**config.mk**
```make
export PLATFORM = sky130hd
export DESIGN_NAME = radio_core
export DESIGN_NICKNAME = d
export VERILOG_FILES = /design/src/radio_pkg.sv /design/src/radio_ctrl_decode.sv /design/src/radio_settings.sv /design/src/radio_timekeeper.sv /design/src/radio_frontend.sv /design/src/radio_readback.sv /design/src/radio_core.sv
export SDC_FILE = /design/constraint.sdc
export NUM_CORES = 1
export LEC_CHECK = 0
export BUFFER_PORTS_ARGS = -buffer_cell sky130_fd_sc_hd__buf_2
export CAP_MARGIN = 20
export CORE_MARGIN = 4
export CORE_UTILIZATION = 50
export CTS_CLUSTER_DIAMETER = 60
export DETAILED_ROUTE_END_ITERATION = 8
export PLACE_DENSITY_LB_ADDON = 0.1
export RECOVER_POWER = 100
export SLEW_MARGIN = 20
export SYNTH_ARGS = -nofsm -noshare
export SYNTH_HDL_FRONTEND = slang
export SYNTH_HIERARCHICAL = 1
export SYNTH_SLANG_ARGS = --single-unit
```
**constraint.sdc**
```tcl
create_clock -name bus_clk -period 2.2 [get_ports bus_clk]
set_clock_uncertainty 0.15 [all_clocks]
set_input_delay 0.22 -clock bus_clk [delete_from_list [all_inputs] [get_ports bus_clk]]
set_output_delay 0.22 -clock bus_clk [all_outputs]
set_load 0.05 [all_outputs]
```
**src/radio_pkg.sv**
```systemverilog
// Shared types and constants for the radio control core.
// Setting addresses, readback select codes and the setting bus
// struct used by every pipeline stage. Import where needed.

package radio_pkg;

   //////////////////////////////
   // Basic word types
   //////////////////////////////

   typedef logic [7:0]  sr_addr_t;

   // I in the upper half, Q in the lower half
   typedef logic [31:0] sample_t;

   typedef logic [63:0] radio_time_t;
   typedef logic [63:0] rb_word_t;

   // One setting command, external input and internal bus alike
   typedef struct packed {
      sr_addr_t    addr;
      logic [31:0] data;
   } set_bus_t;

   //////////////////////////////
   // Setting addresses
   //////////////////////////////

   localparam sr_addr_t SR_LOOPBACK   = 8'd6;
   localparam sr_addr_t SR_TEST       = 8'd21;
   localparam sr_addr_t SR_CODEC_IDLE = 8'd22;
   localparam sr_addr_t SR_READBACK   = 8'd32;

   // Time registers sit at base, base+1 and base+2
   localparam sr_addr_t SR_TIME_BASE_DEFAULT = 8'd128;

   //////////////////////////////
   // Readback select codes
   //////////////////////////////

   localparam int RB_SEL_W = 3;

   localparam logic [RB_SEL_W-1:0] RB_TEST  = 3'd0;
   localparam logic [RB_SEL_W-1:0] RB_TIME  = 3'd1;
   localparam logic [RB_SEL_W-1:0] RB_CODEC = 3'd3;

endpackage

```
**src/radio_ctrl_decode.sv**
```systemverilog
// Command input stage of the radio control core.
// Registers a strobed setting command onto the internal setting bus,
// one cycle after it arrives. The bus data is held between strobes.

`timescale 1ns/10ps

module radio_ctrl_decode (
   input  logic               bus_clk,
   input  logic               i_reset,
   input  logic               i_set_stb,
   input  radio_pkg::set_bus_t i_set,
   output logic               o_set_stb,
   output radio_pkg::set_bus_t o_set
);

   // Strobe follows the input one cycle later
   always_ff @(posedge bus_clk) begin
      if (i_reset) begin
         o_set_stb <= 1'b0;
      end else begin
         o_set_stb <= i_set_stb;
      end
   end

   // Only capture address and data on a real command,
   // so idle cycles never put garbage on the bus
   always_ff @(posedge bus_clk) begin
      if (i_reset) begin
         o_set <= '0;
      end else if (i_set_stb) begin
         o_set <= i_set;
      end
   end

endmodule

```
**src/radio_settings.sv**
```systemverilog
// Radio setting registers.
// Holds loopback, test word, codec idle word and readback select.
// Each register loads on a strobe with a matching address. The
// strobe is delayed one cycle here to launch the readback stage.

`timescale 1ns/10ps

module radio_settings (
   input  logic                              bus_clk,
   input  logic                              i_reset,
   input  logic                              i_set_stb,
   input  radio_pkg::set_bus_t               i_set,
   output logic                              o_loopback,
   output logic [31:0]                       o_test,
   output radio_pkg::sample_t                o_codec_idle,
   output logic [radio_pkg::RB_SEL_W-1:0]    o_rb_sel,
   output logic                              o_rb_stb
);

   import radio_pkg::*;

   logic wr_loopback;
   logic wr_test;
   logic wr_codec_idle;
   logic wr_readback;

   // Address match per register
   assign wr_loopback   = i_set_stb && (i_set.addr == SR_LOOPBACK);
   assign wr_test       = i_set_stb && (i_set.addr == SR_TEST);
   assign wr_codec_idle = i_set_stb && (i_set.addr == SR_CODEC_IDLE);
   assign wr_readback   = i_set_stb && (i_set.addr == SR_READBACK);

   //////////////////////////////
   // Setting registers
   //////////////////////////////

   always_ff @(posedge bus_clk) begin
      if (i_reset) begin
         o_loopback   <= 1'b0;
         o_test       <= '0;
         o_codec_idle <= '0;
         o_rb_sel     <= '0;
      end else begin
         if (wr_loopback) begin
            o_loopback <= i_set.data[0];
         end
         if (wr_test) begin
            o_test <= i_set.data;
         end
         if (wr_codec_idle) begin
            o_codec_idle <= i_set.data;
         end
         if (wr_readback) begin
            o_rb_sel <= i_set.data[RB_SEL_W-1:0];
         end
      end
   end

   // Readback launches in the cycle the new values become visible
   always_ff @(posedge bus_clk) begin
      if (i_reset) begin
         o_rb_stb <= 1'b0;
      end else begin
         o_rb_stb <= i_set_stb;
      end
   end

endmodule

```
**src/radio_timekeeper.sv**
```systemverilog
// Free-running 64-bit radio time counter, settable over the setting bus.
// base+0 stores a pending high word, base+1 loads the counter with
// the pending high word above the written low word, base+2 clears
// the pending high word. The counter advances every cycle otherwise.

`timescale 1ns/10ps

module radio_timekeeper #(
   parameter radio_pkg::sr_addr_t SR_TIME_BASE = radio_pkg::SR_TIME_BASE_DEFAULT
) (
   input  logic                  bus_clk,
   input  logic                  i_reset,
   input  logic                  i_set_stb,
   input  radio_pkg::set_bus_t   i_set,
   output radio_pkg::radio_time_t o_vita_time
);

   import radio_pkg::*;

   localparam sr_addr_t SR_TIME_HI   = SR_TIME_BASE;
   localparam sr_addr_t SR_TIME_LO   = SR_TIME_BASE + 8'd1;
   localparam sr_addr_t SR_TIME_CTRL = SR_TIME_BASE + 8'd2;

   logic [31:0] pending_hi;

   // Pending high word, waits for the low word write
   always_ff @(posedge bus_clk) begin
      if (i_reset) begin
         pending_hi <= '0;
      end else if (i_set_stb && (i_set.addr == SR_TIME_HI)) begin
         pending_hi <= i_set.data;
      end else if (i_set_stb && (i_set.addr == SR_TIME_CTRL)) begin
         pending_hi <= '0;
      end
   end

   // Tick counter, low word write commits the full value
   always_ff @(posedge bus_clk) begin
      if (i_reset) begin
         o_vita_time <= '0;
      end else if (i_set_stb && (i_set.addr == SR_TIME_LO)) begin
         o_vita_time <= {pending_hi, i_set.data};
      end else begin
         o_vita_time <= o_vita_time + 64'd1;
      end
   end

endmodule

```
**src/radio_frontend.sv**
```systemverilog
// Codec-side sample registers.
// TX drives the sample while running and the idle word otherwise.
// The receive front end takes RX, or the TX word when looped back.

`timescale 1ns/10ps

module radio_frontend (
   input  logic               bus_clk,
   input  logic               i_reset,
   input  radio_pkg::sample_t i_tx_sample,
   input  logic               i_tx_run,
   input  radio_pkg::sample_t i_rx,
   input  logic               i_loopback,
   input  radio_pkg::sample_t i_codec_idle,
   output radio_pkg::sample_t o_tx,
   output radio_pkg::sample_t o_rx_fe
);

   // Codec output word
   always_ff @(posedge bus_clk) begin
      if (i_reset) begin
         o_tx <= '0;
      end else begin
         o_tx <= i_tx_run ? i_tx_sample : i_codec_idle;
      end
   end

   // Digital loopback takes the registered TX word
   always_ff @(posedge bus_clk) begin
      if (i_reset) begin
         o_rx_fe <= '0;
      end else begin
         o_rx_fe <= i_loopback ? o_tx : i_rx;
      end
   end

endmodule

```
**src/radio_readback.sv**
```systemverilog
// Readback stage of the command pipeline.
// Picks the 64-bit readback word by the select register and
// registers it together with the response strobe. One response
// leaves for every strobe that comes in.

`timescale 1ns/10ps

module radio_readback (
   input  logic                           bus_clk,
   input  logic                           i_reset,
   input  logic                           i_rb_stb,
   input  logic [radio_pkg::RB_SEL_W-1:0] i_rb_sel,
   input  logic [31:0]                    i_test,
   input  radio_pkg::radio_time_t         i_vita_time,
   input  radio_pkg::sample_t             i_tx,
   input  radio_pkg::sample_t             i_rx,
   output logic                           o_resp_stb,
   output radio_pkg::rb_word_t            o_resp
);

   import radio_pkg::*;

   rb_word_t rb_data;

   // Readback mux, unused codes read zero
   always_comb begin
      case (i_rb_sel)
         RB_TEST:  rb_data = {32'd0, i_test};
         RB_TIME:  rb_data = i_vita_time;
         RB_CODEC: rb_data = {i_tx, i_rx};
         default:  rb_data = '0;
      endcase
   end

   always_ff @(posedge bus_clk) begin
      if (i_reset) begin
         o_resp_stb <= 1'b0;
      end else begin
         o_resp_stb <= i_rb_stb;
      end
   end

   // Response word holds until the next readback
   always_ff @(posedge bus_clk) begin
      if (i_rb_stb) begin
         o_resp <= rb_data;
      end
   end

endmodule

```
**src/radio_core.sv**
```systemverilog
// Top level of the radio control core.
// Commands pass decode, settings and readback, three cycles from
// command strobe to response strobe. The timekeeper and the codec
// front end run alongside on the same setting bus and clock.

`timescale 1ns/10ps

module radio_core #(
   parameter radio_pkg::sr_addr_t SR_TIME_BASE = radio_pkg::SR_TIME_BASE_DEFAULT
) (
   input  logic                   bus_clk,
   input  logic                   i_reset,
   input  logic                   i_set_stb,
   input  radio_pkg::set_bus_t    i_set,
   input  radio_pkg::sample_t     i_tx_sample,
   input  logic                   i_tx_run,
   input  radio_pkg::sample_t     i_rx,
   output radio_pkg::sample_t     o_tx,
   output radio_pkg::sample_t     o_rx_fe,
   output radio_pkg::radio_time_t o_vita_time,
   output logic                   o_resp_stb,
   output radio_pkg::rb_word_t    o_resp
);

   import radio_pkg::*;

   // Internal setting bus
   logic     set_stb;
   set_bus_t set;

   // Register outputs
   logic                cfg_loopback;
   logic [31:0]         cfg_test;
   sample_t             cfg_codec_idle;
   logic [RB_SEL_W-1:0] cfg_rb_sel;
   logic                rb_stb;

   //////////////////////////////
   // Command pipeline
   //////////////////////////////

   radio_ctrl_decode decode_i (
      .bus_clk   (bus_clk),
      .i_reset   (i_reset),
      .i_set_stb (i_set_stb),
      .i_set     (i_set),
      .o_set_stb (set_stb),
      .o_set     (set)
   );

   radio_settings settings_i (
      .bus_clk      (bus_clk),
      .i_reset      (i_reset),
      .i_set_stb    (set_stb),
      .i_set        (set),
      .o_loopback   (cfg_loopback),
      .o_test       (cfg_test),
      .o_codec_idle (cfg_codec_idle),
      .o_rb_sel     (cfg_rb_sel),
      .o_rb_stb     (rb_stb)
   );

   radio_readback readback_i (
      .bus_clk     (bus_clk),
      .i_reset     (i_reset),
      .i_rb_stb    (rb_stb),
      .i_rb_sel    (cfg_rb_sel),
      .i_test      (cfg_test),
      .i_vita_time (o_vita_time),
      .i_tx        (o_tx),
      .i_rx        (i_rx),
      .o_resp_stb  (o_resp_stb),
      .o_resp      (o_resp)
   );

   //////////////////////////////
   // Time and codec side
   //////////////////////////////

   radio_timekeeper #(
      .SR_TIME_BASE (SR_TIME_BASE)
   ) timekeeper_i (
      .bus_clk     (bus_clk),
      .i_reset     (i_reset),
      .i_set_stb   (set_stb),
      .i_set       (set),
      .o_vita_time (o_vita_time)
   );

   radio_frontend frontend_i (
      .bus_clk      (bus_clk),
      .i_reset      (i_reset),
      .i_tx_sample  (i_tx_sample),
      .i_tx_run     (i_tx_run),
      .i_rx         (i_rx),
      .i_loopback   (cfg_loopback),
      .i_codec_idle (cfg_codec_idle),
      .o_tx         (o_tx),
      .o_rx_fe      (o_rx_fe)
   );

endmodule

```
* Word level (Yosys, flattened, before mapping)
Index checks and enable logic that the tools add are counted.
Storage, ports and cells: register bits after elaboration 335, word-level logic and storage cells 39
Cells by class: add/sub/neg operators 1, eq/ne operators 9, multiplexer cells 6, reductions and logical operators 9
Operators with widths (count):
- 64-bit case mux with 3 select lines | 1
- 32-bit two-way mux | 4
- 64-bit by 1-bit adder with 64-bit output, second input constant | 1
- 64-bit two-way mux | 1
- 8-bit equality test, second input constant | 3
- 8-bit by 5-bit equality test with 1-bit output, second input constant | 2
- 8-bit by 3-bit equality test with 1-bit output, second input constant | 1
- 8-bit by 6-bit equality test with 1-bit output, second input constant | 1
- 1-bit logical AND | 7
- 3-bit by 1-bit equality test with 1-bit output, second input constant | 1
- 3-bit by 2-bit equality test with 1-bit output, second input constant | 1
- 3-bit logical NOT | 1
- 2-bit nonzero test | 1

* Logic depth before layout (Yosys ltp)
depth in word-level cells 4, mapped depth 7, depth with buffers taken out 6

* Modules after synthesis
Netlist, hierarchy kept.
Modules (own cells, without submodules):
- radio_timekeeper | times used 1, cells each 632, area an instance 5129.9 µm², seq. area each 1921.8 µm²
- radio_readback | times used 1, cells each 252, area an instance 3359.5 µm², seq. area each 1941.9 µm²
- radio_settings | times used 1, cells each 269, area an instance 2915.3 µm², seq. area each 1381.3 µm²
- radio_frontend | times used 1, cells each 207, area an instance 2337.2 µm², seq. area each 1281.2 µm²
- radio_ctrl_decode | times used 1, cells each 131, area an instance 1485.2 µm², seq. area each 820.8 µm²

* Least setup slack after synthesis
Ideal clock, no wire load.
kind register -> register, start point register timekeeper_i.o_vita_time[32], end point register timekeeper_i.o_vita_time[48], arrival 2.559 ns, required time 1.959 ns, path slack -0.600 ns, cell stages (with the launch flop) 7, period minus slack after synthesis 2.800 ns, cell sequence dfxtp_1 nand4_2 or4_1 buf_2 or3_1 or4_1 a311oi_1
On the way: longest elaborated chain between the ends 2
RTL lines:
- start, declared | RTL line radio_timekeeper.sv:15 | output radio_pkg::radio_time_t o_vita_time
- start signal, assigned | RTL line radio_timekeeper.sv:42 | o_vita_time <= {pending_hi, i_set.data};
- start signal, assigned | RTL line radio_timekeeper.sv:44 | o_vita_time <= o_vita_time + 64'd1;
- 64-bit by 1-bit adder with 64-bit output | RTL line radio_timekeeper.sv:44
- 64-bit two-way mux | RTL line radio_timekeeper.sv:41 | end else if (i_set_stb && (i_set.addr == SR_TIME_LO)) begin
No other way between the ends. A chain may end at the register's enable or synchronous reset.

* Worst setup path in the final report
start point register timekeeper_i.o_vita_time[34], end point register timekeeper_i.o_vita_time[48]
The elaborated chain is that of the path after synthesis.

==> results by group <==
Outcome
  • Outcome: complete, but fails checks
  • Violated checks: negative setup slack

Synthesis
  • Syn. warnings: 6
  • Mapped Area: between 15000 and 20000 um2
  • Synth cell types: just over 60
  • Syn Inst Count: 1491
  • Avg Cell Area, Syn: 10.21 um2
  • Async set or reset register ratio after synthesis: 0%
  • Post-synth top flop: dfxtp_1
  • Synthesis-stage register bit count: between 300 and 400
  • Mapped Nets: 1600
  • EDFF count, synth: 64
  • Seq/Total Area, Yosys: roughly 48%

Power and ir drop
  • Worst vdd ir: a little over 0.7 mV
  • Int Pwr: 10.97 mW
  • Sw Ratio: between 20% and 30%
  • Final Power: ~14 mW
  • Sequential Power Share: about 45%
  • Sw power: between 3 and 4 mW
  • Clock network power share: roughly 47%
  • Logic gate share of total power: a little over 8%
  • Leakage Power: 8.703 nW
  • Power Density: a little under 700 nW/um2

Hold path
  • Hold WC Path Type: in2reg
  • Cells on Worst Hold Path: 3
  • Hold EP: decode_i/o_set_stb$_SDFF_PP0_
  • Min-delay src: i_set_stb

Timing
  • Pins Over Slew Limit: 0
  • Final Hold Viols: 0
  • Final setup vio count: 12
  • Setup TNS: -0.5851 ns
  • Fin crit share: 104.3%
  • Tmin final: between 2 and 2.5 ns
  • Final hold slack: between 0.09 and 0.1 ns
  • Worst rel slew slack: 19.71%
  • Max Clock Freq: roughly 440 MHz
  • Setup ws final: -0.09380 ns
  • Unrepaired setup endpoints after global routing: true
  • Slew of the pin with the lowest slew margin: 1.204 ns

Finish
  • Finished layout cell area: roughly 21000 um2
  • Fin util: 69.56%
  • Share of layout cells above drive strength 1: between 20% and 30%
  • Area Growth Syn to Fin: 36.48%
  • Ant. Diodes: 0
  • NumNets Final: between 2000 and 2500
  • Fill cells: 2347
  • Non-filler instance count after layout: 2397

Floorplan
  • Die area: ~33000 um2
  • Die Span Y: 182.5 um
  • Die width: 182.5 um
  • Starting Density: around 51%
  • Core Box Area: ~30000 um2
  • Row cnt: 63
  • IO Pins: about 300

Route
  • Initial drt markers: between 1000 and 1500
  • Avg Vias per Cell: roughly 5.7
  • Routed len/inst: ~22 um
  • Final WL: ~52000 um
  • Routed Antenna Nets: 0
  • DRC violations left: 0
  • First drt pass iteration count: 5
  • DR vias: 13550

Global routing
  • First-pass GRT wire length: 78740 um
  • Number of global-route vias before repair: approximately 13000
  • GRT Total Usage: 30.05%
  • Initial antenna violation count: 0
  • Pin count of the biggest net entering global routing: roughly 110
  • Overflow after GRT: 0

Clock network
  • Root Driver: clkbuf_16
  • CTS tree: yes
  • TritonCTS Buffers: 39
  • Clock Pin Slew Worst Setup and Hold Paths: 0.06 ns
  • Clk buf depth: 3
  • CTS Sinks: 335
  • Clk_lat worst skew: 0.53 ns
  • CTS HTree Levels: 2

Critical path
  • Critical Path Source Type: register
  • FF-to-FF setup slack: -0.09 ns
  • Worst endpoint required time: 2.49 ns
  • FF-to-FF path depth: 5
  • Largest delay share family, worst path: simple AND/OR/NAND/NOR gates
  • Critical-path top delay cell: or4_4
  • CP endpoint kind: register
  • Critical path class: reg2reg
  • CP bufs+invs: 0
  • Critical path, cell by cell: nand4_4, or4_4, or3_4, or4_1, a311oi_2
  • CP max stage delay: roughly 0.56 ns
  • Reg-to-reg startpoint: timekeeper_i/o_vita_time[34]$_SDFF_PP0_
  • Worst R2R End: timekeeper_i/o_vita_time[48]$_SDFF_PP0_
  • Worst path arrival time: 2.58 ns
  • Critical path origin: timekeeper_i/o_vita_time[34]$_SDFF_PP0_
  • Critical path fanouts, max: 4

Placement
  • GP Congestion: roughly 0.95
  • # port buffers: 300
  • Post-DP HPWL: roughly 38000 um
  • Placement Setup Slack: -0.1318 ns
  • Placed cells: approximately 2200
  • Placed Instance Area: ~18000 um2

Job
  • Max-Cap Viols: 0
[power by group through the flow]
stage / Combinational [mW] / Clock (mW) / Sequential, mW
after detailed placement: 0.998 / 0 / 6.61
final: 1.19 / 6.79 / 6.48
after global placement: 0.986 / 0 / 6.60
after global routing: 1.26 / 7.13 / 6.49
after CTS: 1.17 / 6.89 / 6.47
after floorplan: 0.374 / 0 / 6.87
[placed cells by master (no fill, tap or decap), types with 5 or more instances in the layout]
cell type      netlist  final
buf_2               15    282
mux2i_1            240    240
dfxtp_1            271    216
nor2_1             201    200
dlygate4sd3_1        0    122
buf_4                4    117
nand2b_1           102    102
a211oi_1            80     78
edfxtp_1            64     64
nand2_1             60     60
dfxtp_4              0     42
clkbuf_16            0     40
a21oi_1             33     33
nand3b_1            32     32
nand4_1             32     32
nand3_1             31     31
xnor2_1             30     30
clkbuf_1            71     22
a21boi_1            22     22
nor4_4               1     18
xor2_1              17     17
and3_1              15     15
dfxtp_2              0     13
buf_12              13     12
or4_4                1     11
and4_1              11     11
clkinv_2             0     10
a21boi_0            10     10
inv_1               10     10
nor4_1              29      9
nor3_1              13      9
bufinv_16            0      6
or4_1               14      6
buf_6               13      5
nor3_2               1      5
a311oi_1             6      5
[cells in the mapped netlist (2+ instances only)]
master    count  area (um2)
a21oi_1      33       165.2
xnor2_1      30       262.8
a21boi_1     22       165.2
a211oi_1     80       600.6
mux2i_1     240        2402
o21ai_0       3       15.01
a21boi_0     10       75.07
clkbuf_1     71       266.5
nor2b_1       4       25.02
buf_2        15       75.07
nand3_1      31       155.2
a31oi_1       2       12.51
or3_1         5       31.28
nor4b_1       3       26.28
buf_6        13       146.4
nand2_1      60       225.2
nand2b_1    102       638.1
and4_1       11       96.34
xor2_1       17       148.9
o31ai_1       3       22.52
or4_2         2       17.52
a311oi_1      6       52.55
a32oi_1       2       17.52
edfxtp_1     64        1922
buf_4         4       30.03
inv_1        10       37.54
and2_1        2       12.51
or4_1        14       105.1
nor4_1       29       181.4
buf_12       13       260.3
or2_2         2       12.51
nor2_1      201       754.5
nand3b_1     32       240.2
nor3_1       13       65.06
and3_1       15       93.84
nand4_1      32       200.2
dfxtp_1     271        5425
[timing repair]
item,CTS,global route
gates resized for setup,17,39
endpoints found under the hold margin,125,0
pin swaps,5,28
hold buffers,122,0
endpoints found under the setup margin,24,89
setup buffers,5,9
[area by class of cell]
type	instances	area [um2]	area share (%)
clock buffer	46	1054	5.070
clock inverter	26	316.6	1.523
inverter	11	41.29	0.1987
multi-input combinational	1028	7451	35.85
sequential	335	7521	36.19
tap	390	488.0	2.348
timing repair buffer	561	3910	18.82
[worst register-to-register path: stages (launching register included)]
cell and delay (ns):
dfxtp_4 0.36, nand4_4 0.13, or4_4 0.56, or3_4 0.36, or4_1 0.45, a311oi_2 0.21
[cell families after synthesis]
group / synth area share (%)
flops: 48.25
buf+inv: 5.464
xor+xnor: 2.703
simple gates: 20.04
compound gates: 7.683
fa+ha+maj: 0.08216
mux: 15.78
[metal layers]
| layer | up-vias | wire length, um | global-route usage [%] |
|---|---|---|---|
| met5 | - | 0 | 0 |
| met4 | 0 | 1309 | 5.884 |
| met3 | 91 | 3807 | 4.345 |
| met2 | 611 | 23090 | 47.50 |
| met1 | 6545 | 24250 | 44.19 |
| li1 | 6299 | - | - |
[worst max-delay path by stage]
| stage | to | slack [ns] | depth (start not counted) |
|---|---|---|---|
| finish | timekeeper_i/o_vita_time[48]$_SDFF_PP0_ | -0.09 | 5 |
| floorplan | timekeeper_i/o_vita_time[48]$_SDFF_PP0_ | -0.19 | 6 |
| global route | timekeeper_i/o_vita_time[58]$_SDFF_PP0_ | -0.20 | 6 |
| detailed placement | timekeeper_i/o_vita_time[52]$_SDFF_PP0_ | -0.13 | 6 |
| global placement | timekeeper_i/o_vita_time[52]$_SDFF_PP0_ | -0.06 | 6 |
| CTS | timekeeper_i/o_vita_time[48]$_SDFF_PP0_ | -0.05 | 5 |
[state kept, by name, summed over array words and instances (netlist names), 3 cells and up]
name,flops
frontend_i/o_rx_fe,32
readback_i/o_resp,64
timekeeper_i/o_vita_time,64
decode_i/o_set,40
settings_i/o_rb_sel,3
settings_i/o_test,32
timekeeper_i/pending_hi,32
frontend_i/o_tx,32
settings_i/o_codec_idle,32
Power figures use the tool's default switching activity.
